**src/hw/pd_consts.svh**
```systemverilog
// Decoder widths and field positions
`ifndef PD_CONSTS_SVH
`define PD_CONSTS_SVH

// Word sizes
`define PD_W     16 // IR and W bus width
`define PD_R0_W  9  // R0 flag count
`define PD_OP_W  6  // Primary opcode width
`define PD_FLD_W 3  // A, B and C register fields
`define PD_SA_W  6  // Short argument magnitude, B and C together

// Field bounds, bit 0 is the MSB
`define PD_OP_HI 0
`define PD_OP_LO 5
`define PD_D_BIT 6  // D bit, sign or modifier
`define PD_A_HI  7
`define PD_A_LO  9
`define PD_B_HI  10
`define PD_B_LO  12
`define PD_C_HI  13
`define PD_C_LO  15

`endif

```
**src/hw/pd_isa_pkg.sv**
```systemverilog
// Instruction set classes and R0 flags
package pd_isa_pkg;

	// Primary opcode class, one per octal opcode range
	typedef enum logic [2:0] {
		OC_ILLEGAL = 3'd0, // 000-017, 076-077
		OC_NORM    = 3'd1, // 020-057, normal argument
		OC_KA1     = 3'd2, // 060-067, short argument group
		OC_JUMP    = 3'd3, // 070, conditional jumps
		OC_KA2     = 3'd4, // 071
		OC_SHIFT   = 3'd5, // 072
		OC_SYS     = 3'd6, // 073, system group
		OC_INOU    = 3'd7  // 074-075, IN and OU
	} op_class_t;

	// R0 flag positions, bit 0 is the MSB of R0
	localparam int R0_Z = 0; // Zero
	localparam int R0_M = 1; // Minus
	localparam int R0_V = 2; // Overflow
	localparam int R0_C = 3; // Carry
	localparam int R0_L = 4; // Less
	localparam int R0_E = 5; // Equal
	localparam int R0_G = 6; // Greater
	localparam int R0_Y = 7; // Shift extension Y
	localparam int R0_X = 8; // Shift extension X

endpackage

```
**src/hw/pd_ctl_pkg.sv**
```systemverilog
// Execution control types
package pd_ctl_pkg;

	// ALU function picked by the decoder
	typedef enum logic [2:0] {
		ALU_NONE = 3'd0, // No ALU use
		ALU_ADD  = 3'd1,
		ALU_SUB  = 3'd2,
		ALU_AND  = 3'd3,
		ALU_OR   = 3'd4,
		ALU_XOR  = 3'd5,
		ALU_PASS = 3'd6  // Operand through unchanged
	} alu_fn_t;

endpackage

```
**src/hw/pd_ir_dec.sv**
```systemverilog
// Instruction register and opcode decoder
`timescale 1ns/1ps
`include "pd_consts.svh"

module pd_ir_dec (
	input  logic                    strob1,   // Main timing strobe
	input  logic                    rst_n,
	input  logic [0:`PD_W-1]        w,        // W bus
	input  logic                    w_ir,     // W->IR load strobe
	input  logic                    si1,      // Kill opcode MSBs
	output logic [0:`PD_W-1]        ir,       // Instruction register
	output logic                    ir_valid, // IR holds a loaded word
	output pd_isa_pkg::op_class_t   op_class,
	output logic [0:`PD_FLD_W-1]    a_field,
	output logic [0:`PD_FLD_W-1]    b_field,
	output logic                    d_bit,
	output logic                    c0,       // C field nonzero
	output logic                    b0        // B field nonzero
);

	logic [0:`PD_OP_W-1]  opcode;  // Primary opcode bits 0..5
	logic [0:`PD_FLD_W-1] c_field;

	// IR load and invalidate
	always_ff @(posedge strob1 or negedge rst_n) begin
		if (!rst_n) begin
			ir       <= '0;
			ir_valid <= 1'b0;
		end else if (w_ir) begin
			ir       <= w;    // Load beats si1
			ir_valid <= 1'b1;
		end else if (si1) begin
			// Top two opcode bits cleared, word falls into 000-017
			ir[`PD_OP_HI:`PD_OP_HI+1] <= 2'b00;
		end
	end

	// Field split
	assign opcode  = ir[`PD_OP_HI:`PD_OP_LO];
	assign d_bit   = ir[`PD_D_BIT];
	assign a_field = ir[`PD_A_HI:`PD_A_LO];
	assign b_field = ir[`PD_B_HI:`PD_B_LO];
	assign c_field = ir[`PD_C_HI:`PD_C_LO];

	// Zero tests on B and C, quiet until a word is loaded
	assign c0 = ir_valid & (|c_field);
	assign b0 = ir_valid & (|b_field);

	// Opcode range decoder
	always_comb begin
		case (opcode) inside
			[6'o20:6'o57]: op_class = pd_isa_pkg::OC_NORM;  // Two-arg normal
			[6'o60:6'o67]: op_class = pd_isa_pkg::OC_KA1;   // Short argument
			6'o70:         op_class = pd_isa_pkg::OC_JUMP;
			6'o71:         op_class = pd_isa_pkg::OC_KA2;
			6'o72:         op_class = pd_isa_pkg::OC_SHIFT;
			6'o73:         op_class = pd_isa_pkg::OC_SYS;   // HLT, MCL, LIP and kin
			[6'o74:6'o75]: op_class = pd_isa_pkg::OC_INOU;
			default:       op_class = pd_isa_pkg::OC_ILLEGAL; // 000-017, 076-077
		endcase
	end

endmodule

```
**src/hw/pd_legality.sv**
```systemverilog
// Illegal and ineffective instruction check
`timescale 1ns/1ps
`include "pd_consts.svh"

module pd_legality #(
	parameter bit INOU_USER_ILLEGAL = 1'b1 // IN/OU trap in user mode
) (
	input  logic                  ir_valid,
	input  pd_isa_pkg::op_class_t op_class,
	input  logic [0:`PD_FLD_W-1]  a_field,  // Jump condition, system subop
	input  logic [0:`PD_FLD_W-1]  b_field,  // Shift subop
	input  logic                  q,        // System flag, user mode
	input  logic [0:`PD_R0_W-1]   r0,       // R0 flags
	input  logic                  skip,     // Skip request from previous op
	output logic                  xi,       // Illegal instruction
	output logic                  nef       // Ineffective instruction
);

	logic bad_class;  // Undefined opcode range
	logic bad_sys;    // Privileged or undefined system op
	logic bad_shift;  // Undefined shift group member
	logic bad_inou;   // User IN/OU
	logic cond_flag;  // R0 flag picked by the jump condition
	logic jump_nef;   // Jump condition not met

	assign bad_class = (op_class == pd_isa_pkg::OC_ILLEGAL);

	// System ops trap in user mode, subops 5..7 never exist
	assign bad_sys = (op_class == pd_isa_pkg::OC_SYS) &
		(q | (a_field >= 3'd5));

	assign bad_shift = (op_class == pd_isa_pkg::OC_SHIFT) & (b_field > 3'd1);

	assign bad_inou = (op_class == pd_isa_pkg::OC_INOU) & q & INOU_USER_ILLEGAL;

	assign xi = ir_valid & (bad_class | bad_sys | bad_shift | bad_inou);

	// Condition select, A field names the flag
	always_comb begin
		case (a_field)
			3'd1:    cond_flag = r0[pd_isa_pkg::R0_Z];
			3'd2:    cond_flag = r0[pd_isa_pkg::R0_M];
			3'd3:    cond_flag = r0[pd_isa_pkg::R0_V];
			3'd4:    cond_flag = r0[pd_isa_pkg::R0_C];
			3'd5:    cond_flag = r0[pd_isa_pkg::R0_L];
			3'd6:    cond_flag = r0[pd_isa_pkg::R0_E];
			3'd7:    cond_flag = r0[pd_isa_pkg::R0_G];
			default: cond_flag = 1'b1; // A=0, plain jump always taken
		endcase
	end

	assign jump_nef = (op_class == pd_isa_pkg::OC_JUMP) & ~cond_flag;

	// Illegal wins over ineffective
	assign nef = ir_valid & ~xi & (skip | jump_nef);

endmodule

```
**src/hw/pd_alu_ctl.sv**
```systemverilog
// ALU function select and short argument
`timescale 1ns/1ps
`include "pd_consts.svh"

module pd_alu_ctl (
	input  logic                  ir_valid,
	input  pd_isa_pkg::op_class_t op_class,
	input  logic [0:`PD_W-1]      ir,
	input  logic                  d_bit,     // KA1 sign
	output pd_ctl_pkg::alu_fn_t   alu_fn,
	output logic                  aryt,      // Arithmetic mode
	output logic [0:`PD_W-1]      short_arg  // Signed short argument
);

	logic [0:2]          fn_sel;  // Opcode low bits for the normal group
	logic [0:`PD_W-1]    sa_ext;  // B and C fields, zero-extended
	logic                is_ka1;

	assign fn_sel = ir[`PD_OP_LO-2:`PD_OP_LO];
	assign is_ka1 = ir_valid & (op_class == pd_isa_pkg::OC_KA1);

	// Function select
	always_comb begin
		alu_fn = pd_ctl_pkg::ALU_NONE;
		if (ir_valid) begin
			case (op_class)
				pd_isa_pkg::OC_NORM: begin
					case (fn_sel)
						3'd0:    alu_fn = pd_ctl_pkg::ALU_ADD;
						3'd1:    alu_fn = pd_ctl_pkg::ALU_SUB;
						3'd2:    alu_fn = pd_ctl_pkg::ALU_AND;
						3'd3:    alu_fn = pd_ctl_pkg::ALU_OR;
						3'd4:    alu_fn = pd_ctl_pkg::ALU_XOR;
						default: alu_fn = pd_ctl_pkg::ALU_PASS; // Loads, stores
					endcase
				end
				pd_isa_pkg::OC_KA1: begin
					// D set means negative argument
					alu_fn = d_bit ? pd_ctl_pkg::ALU_SUB : pd_ctl_pkg::ALU_ADD;
				end
				pd_isa_pkg::OC_JUMP: alu_fn = pd_ctl_pkg::ALU_PASS; // Target to IC
				default: alu_fn = pd_ctl_pkg::ALU_NONE;
			endcase
		end
	end

	assign aryt = (alu_fn == pd_ctl_pkg::ALU_ADD) | (alu_fn == pd_ctl_pkg::ALU_SUB);

	// Short argument, bits 10..15
	assign sa_ext = {{(`PD_W-`PD_SA_W){1'b0}}, ir[`PD_B_HI:`PD_C_LO]};

	always_comb begin
		if (!is_ka1)
			short_arg = '0;            // Only KA1 carries one
		else if (d_bit)
			short_arg = -sa_ext;       // Two's complement
		else
			short_arg = sa_ext;
	end

endmodule

```
**src/hw/pd_top.sv**
```systemverilog
// Instruction decode stage top
`timescale 1ns/1ps
`include "pd_consts.svh"

module pd_top #(
	parameter bit INOU_USER_ILLEGAL = 1'b1
) (
	input  logic                  strob1,
	input  logic                  rst_n,
	input  logic [0:`PD_W-1]      w,         // W bus
	input  logic                  w_ir,      // IR load strobe
	input  logic                  si1,       // IR invalidate
	input  logic                  q,         // System flag
	input  logic [0:`PD_R0_W-1]   r0,        // R0 flags
	input  logic                  skip,
	output logic [0:`PD_W-1]      ir,
	output logic                  ir_valid,
	output pd_isa_pkg::op_class_t op_class,
	output logic                  c0,
	output logic                  b0,
	output logic                  xi,
	output logic                  nef,
	output pd_ctl_pkg::alu_fn_t   alu_fn,
	output logic                  aryt,
	output logic [0:`PD_W-1]      short_arg
);

	logic [0:`PD_FLD_W-1] a_field;
	logic [0:`PD_FLD_W-1] b_field;
	logic                 d_bit;

	pd_ir_dec i_ir_dec (
		.strob1   (strob1),
		.rst_n    (rst_n),
		.w        (w),
		.w_ir     (w_ir),
		.si1      (si1),
		.ir       (ir),
		.ir_valid (ir_valid),
		.op_class (op_class),
		.a_field  (a_field),
		.b_field  (b_field),
		.d_bit    (d_bit),
		.c0       (c0),
		.b0       (b0)
	);

	pd_legality #(
		.INOU_USER_ILLEGAL (INOU_USER_ILLEGAL)
	) i_legality (
		.ir_valid (ir_valid),
		.op_class (op_class),
		.a_field  (a_field),
		.b_field  (b_field),
		.q        (q),
		.r0       (r0),
		.skip     (skip),
		.xi       (xi),
		.nef      (nef)
	);

	pd_alu_ctl i_alu_ctl (
		.ir_valid  (ir_valid),
		.op_class  (op_class),
		.ir        (ir),
		.d_bit     (d_bit),
		.alu_fn    (alu_fn),
		.aryt      (aryt),
		.short_arg (short_arg)
	);

endmodule

```
**config.mk**
```make
export PLATFORM = sky130hd
export DESIGN_NAME = pd_top
export DESIGN_NICKNAME = d
export VERILOG_FILES = /design/src/hw/pd_isa_pkg.sv /design/src/hw/pd_ctl_pkg.sv /design/src/hw/pd_ir_dec.sv /design/src/hw/pd_legality.sv /design/src/hw/pd_alu_ctl.sv /design/src/hw/pd_top.sv
export VERILOG_INCLUDE_DIRS = /design/src /design/src/hw
export SDC_FILE = /design/constraint.sdc
export NUM_CORES = 1
export LEC_CHECK = 0
export BUFFER_PORTS_ARGS = -buffer_cell sky130_fd_sc_hd__buf_4
export CORE_ASPECT_RATIO = 0.7
export CORE_MARGIN = 3
export CORE_UTILIZATION = 34
export DETAILED_ROUTE_END_ITERATION = 12
export PLACE_DENSITY = 0.74
export SETUP_SLACK_MARGIN = 0.2
export SLEW_MARGIN = 20
export SYNTH_ARGS = -nofsm -noshare
export SYNTH_HDL_FRONTEND = slang
export SYNTH_HIERARCHICAL = 1
export SYNTH_SLANG_ARGS = --single-unit
```
**constraint.sdc**
```tcl
create_clock -name strob1 -period 3 [get_ports strob1]
set_input_delay 0.3 -clock strob1 [delete_from_list [all_inputs] [get_ports strob1]]
set_output_delay 0.3 -clock strob1 [all_outputs]
set_load 0.02 [all_outputs]
```
Word-level counts from Yosys, hierarchy flattened
Index checks and enable logic that the tools add are counted.

word-level totals
  logic and storage cells = 77
  output and inout port bits = 44
  register bits = 17
  bits of input ports = 31

cells by class
  order comparisons = 8
  eq/ne operators = 23
  bitwise operators = 18
  muxes and demuxes = 16
  reductions and logical operators = 8
  $add $sub $neg = 1

operators with widths
  cell                number
  $mux 16             2
  $eq 3x3->1 const B  8
  $eq 6x6->1 const B  4
  $mux 3              8
  $eq 3x2->1 const B  7
  $le 6x6->1 const B  3
  $neg 6->16          1
  $pmux 3 s5          1
  $eq 3x1->1 const B  4
  $ge 6x6->1 const B  2
  $and 1x1->1         10
  $pmux 3 s3          1
  $pmux 1 s7          1
  $ge 6x5->1 const B  1
  $logic_not 3->1     2
  $mux 2              3
  $or 1x1->1          6
  $reduce_or 3->1     2
  $ge 3x3->1 const B  1
  $gt 3x1->1 const B  1
  $logic_and 1x1->1   3
  $not 1->1           2
  $reduce_bool 2->1   1

Longest topological paths before layout
  word-level depth = 18
  depth in mapped cells = 8
  mapped depth without buffers = 8

Modules after synthesis
Netlist, hierarchy kept.

by module, submodules not included
  module       area each (um2)  sequential area each (um2)  times used  cells an instance
  pd_ir_dec    820.8            425.4                       1           57
  pd_alu_ctl   357.8            0.0                         1           55
  pd_legality  153.9            0.0                         1           22

Worst setup path after synthesis
No wires, ideal clock.

  kind = register to output
  from = register i_ir_dec/ir[1] (netlist name)
  to = output short_arg[0] (netlist name)
  required time = 2,700 ps
  data arrival time = 2,710 ps
  stages on the path, launching flop included = 7
  setup slack = -10 ps
  path through = dfrtp_1 ha_1 o31ai_2 and4bb_2 nand2_1 a41oi_1 buf_4

on the way
  cells in the longest elaborated chain, start to end = 12

RTL lines
  what                                                       RTL line          source
  from (decl)                                                pd_ir_dec.sv:11   output logic [0:`PD_W-1] ir,
  from (signal assigned)                                     pd_ir_dec.sv:30   ir <= w;
  $ge 6x6->1 (no source line) or $le 6x6->1 (tied branches)  -
  $logic_and 1x1->1 (no source line)                         -
  $mux 3 (6 in series)                                       pd_ir_dec.sv:51   case (opcode) inside
  $mux 3 *                                                   pd_ir_dec.sv:51
  via op_class[1]                                            pd_top.sv:18      output pd_isa_pkg::op_class_t op_class,
  $eq 3x2->1 *                                               pd_alu_ctl.sv:20  assign is_ka1 = ir_valid & (op_class == pd_isa_pkg::OC_KA1);
  $and 1x1->1 *                                              pd_alu_ctl.sv:20
  $mux 16 *                                                  pd_alu_ctl.sv:53  if (!is_ka1)
  to (decl)                                                  pd_top.sv:25      output logic [0:`PD_W-1] short_arg

Mark *: on every way through the listed nets, which the timed path passes. The rest lies on a longest branch.

Final worst setup path
  from = register i_ir_dec/ir[1] (netlist name)
  to = output short_arg[8] (netlist name)

on the way
  cells in the longest elaborated chain, start to end = 12

RTL lines
  what                                                       RTL line
  $ge 6x6->1 (no source line) or $le 6x6->1 (tied branches)  -
  $logic_and 1x1->1 (no source line)                         -
  $mux 3 (6 in series)                                       pd_ir_dec.sv:51
  $mux 3 *                                                   pd_ir_dec.sv:51
  $eq 3x2->1 *                                               pd_alu_ctl.sv:20
  $and 1x1->1 *                                              pd_alu_ctl.sv:20
  $mux 16 *                                                  pd_alu_ctl.sv:53

Mark *: on every way between the ends. The rest lies on a longest branch, timed or not.

==> metrics.txt <==
DP Area 1818 um2; Post-synth top flop dfrtp_1; Nets 233; dominant cell type by area after synthesis dfrtp_1; post-route design area 1909 um2; largest net degree at the start of global routing 19; Setup-failing EPs final 0; Boundary Pins 75; PortBufs 72; CTS Buffer Depth 2; first-pass GRT wire length ~5.6 mm; crit path kind reg2out; number of nets still failing antenna checks after routing 0; Starting Density a little over a third; routed wire length 3.557 mm; Total Routing Usage GR 14.93%; Netlist Area Pre-Place 1333 um2; Min Hold Slack ~0.27 ns; endpoint class of the critical path output pin; insertion delay to the later sink of the worst-skew pair approximately 0.25 ns; FILL cells roughly 360; routability cong. approximately 0.8; total number of yosys warnings 6; Mapped Avg Cell Area 9.944 um2; Max Transition Viols Final 0; layout cell share with drive strength beyond 1 52.79%; Max Clk Rate 377.4 MHz; grt ovf 0; cell mode on critical path nand2_1; Critical Path AT 2.35 ns; final hold violation count 0; max-cap violations 0; Core Region 3649 um2; Worst Hold Class in2reg; Worst-Margin Slew 0.5688 ns; die width 80.83 um; FFs w/ async S/R, synth 100.0%; initial drt markers 33; Static Leak 0.9320 nW; Pwr Density roughly 400 nW/um2; worst endpoint required time between 2 and 3 ns; register area share after synthesis 31.92%; Post-Synthesis Net Count 169; Yosys reg bits 17; clk root buf clkbuf_8; clk_skew 0 ns; full die area 4719 um2; max incr delay on CP 0.42 ns; status finished clean; number of global-route vias before repair 1157; Clock Sinks 17; dpl hpwl 2.711 mm; top area cells in the synthesized netlist dfrtp_1, buf_4, mux2_2; H-tree level count 1; WL per Instance 14.40 um; crit-path cells ha_1 > nand2_1 > a21oi_1 > a21o_2 > and4bb_2 > nand2_1 > a41oi_2 > buf_4; library cells used by synthesis 44; nature of the critical path startpoint register; Cells after Synth 134; antenna violations before repair 0; Remaining DRCs 0; top-area cell type share of the netlist area 31.92%; CTS clk-pin slew, worst paths 0.07 ns; # rows 18; CTS Buf Count 3; antenna cells 0; number of synthesized flops with an enable pin 0; TritonCTS clock tree yes; setup TNS 0 ns; area grow syn2layout 43.29%; Max FO, Critical Path 11; drt pass-1 iters 5; vias 1240; RSZ-0062 raised after global routing false; die height 58.38 um; r2r setup slk around 2.0 ns; Max-Slew Margin vs Limit 61.79%; DR vias/cell 5.020; Final min period 2.650 ns; Worst VDD drop 0.0002836 V; Tcrit/Tclk final about nine tenths; highest-delay cell along the critical path dfrtp_1
## power breakdown
group          total [mW]  internal (mW)  switching [mW]
registers           0.293          0.250          0.0436
logic               0.299          0.149           0.150
clock network       0.170         0.0921          0.0778
## per-stage QoR
step                util, %  power (mW)  worst slack (ns)  cells
global placement      49.83      0.5860            0.5649    240
detailed placement    49.83      0.5924            0.5254    240
floorplan                 -      0.4841            0.2004    134
finish                52.33      0.7627            0.3503    247
global route          52.33      0.8066            0.1873    247
CTS                   51.37      0.7673            0.2446    245
## layer usage
metal | global-route usage [%] | part of all wire, % | vias to the layer above | wire [um]
li1 | - | - | 602 | -
met1 | 21.27 | 46 | 592 | 1626
met2 | 23.04 | 47 | 44 | 1684
met3 | 2.446 | 6.4 | 2 | 226
met4 | 5.060 | 0.53 | 0 | 19
met5 | 0 | 0 | - | 0
## worst max-delay path, delay by kind of cell, from the launching register on
kind                       cells  cell delay [ns]
AOI/OAI and AO/OA              3             0.65
adders and majority gates      1             0.21
buffers and inverters          1             0.18
DFF                            1             0.42
and+or+nand+nor                3             0.64
## logic make-up (layout without fill, tap and decap cells)
family	count (synthesis)	count (layout)	synth area share (%)
buf+inv	21	84	12.02
mux	19	19	17.28
fa+ha+maj	4	4	3.756
simple gates	42	42	18.03
flops	17	17	31.93
xor+xnor	2	2	1.315
compound gates	29	29	15.68
## repair_timing
item | CTS | global route
setup endpoints to repair | 0 | 12
resized for setup | 0 | 4
endpoints found under the hold margin | 17 | 0
hold buffers | 1 | 0
buffers inserted | 0 | 2
## synth_stat cells, types with 4 or more instances
cell / instances
dfrtp_1: 17
buf_4: 12
nor3_1: 4
nand2b_1: 6
nand2_1: 5
mux2i_1: 5
mux2_4: 6
ha_1: 4
nor2_1: 9
a21oi_1: 5
inv_1: 4
mux2_2: 8
## layout make-up
type,instances,area [um2],area share (%)
timing repair buffer,75,565.5,29.62
inverter,5,21.27,1.114
clock inverter,1,5.005,0.2621
sequential,17,425.4,22.28
clock buffer,3,41.29,2.163
tap,50,62.56,3.277
multi-input combinational,96,788.3,41.28
## cells in the final DEF, fill, tap and decap left out, drive strengths merged, types with 3 or more instances in the layout
cell    instances
buf            74
dfrtp          17
mux2           14
nor2           10
nand2b          6
nand2           5
mux2i           5
a21oi           5
inv             5
nor3            4
ha              4
clkbuf          3
o211ai          3
o21ai           3
nand3b          3
a31oi           3
o31ai           3
nor2b           3
or2             3
## path summary, 6_finish.rpt
path / to / cells after the start / start
worst max-delay path: short_arg[8] / 8 / i_ir_dec/ir[1]
worst min-delay path: i_ir_dec/ir[6] / 2 / w[6]
worst min register to register: i_ir_dec/ir[0] / 1 / i_ir_dec/ir[0]
max in group asynchronous: i_ir_dec/ir[2] / 2 / rst_n
worst max register to register: i_ir_dec/ir[6] / 1 / i_ir_dec/ir[6]
min in group asynchronous: i_ir_dec/ir[15] / 2 / rst_n
## state kept, by name, indices dropped and copies added, names as in the netlist
register           count
i_ir_dec/ir           16
i_ir_dec/ir_valid      1
(Power assumes the default switching activity.)
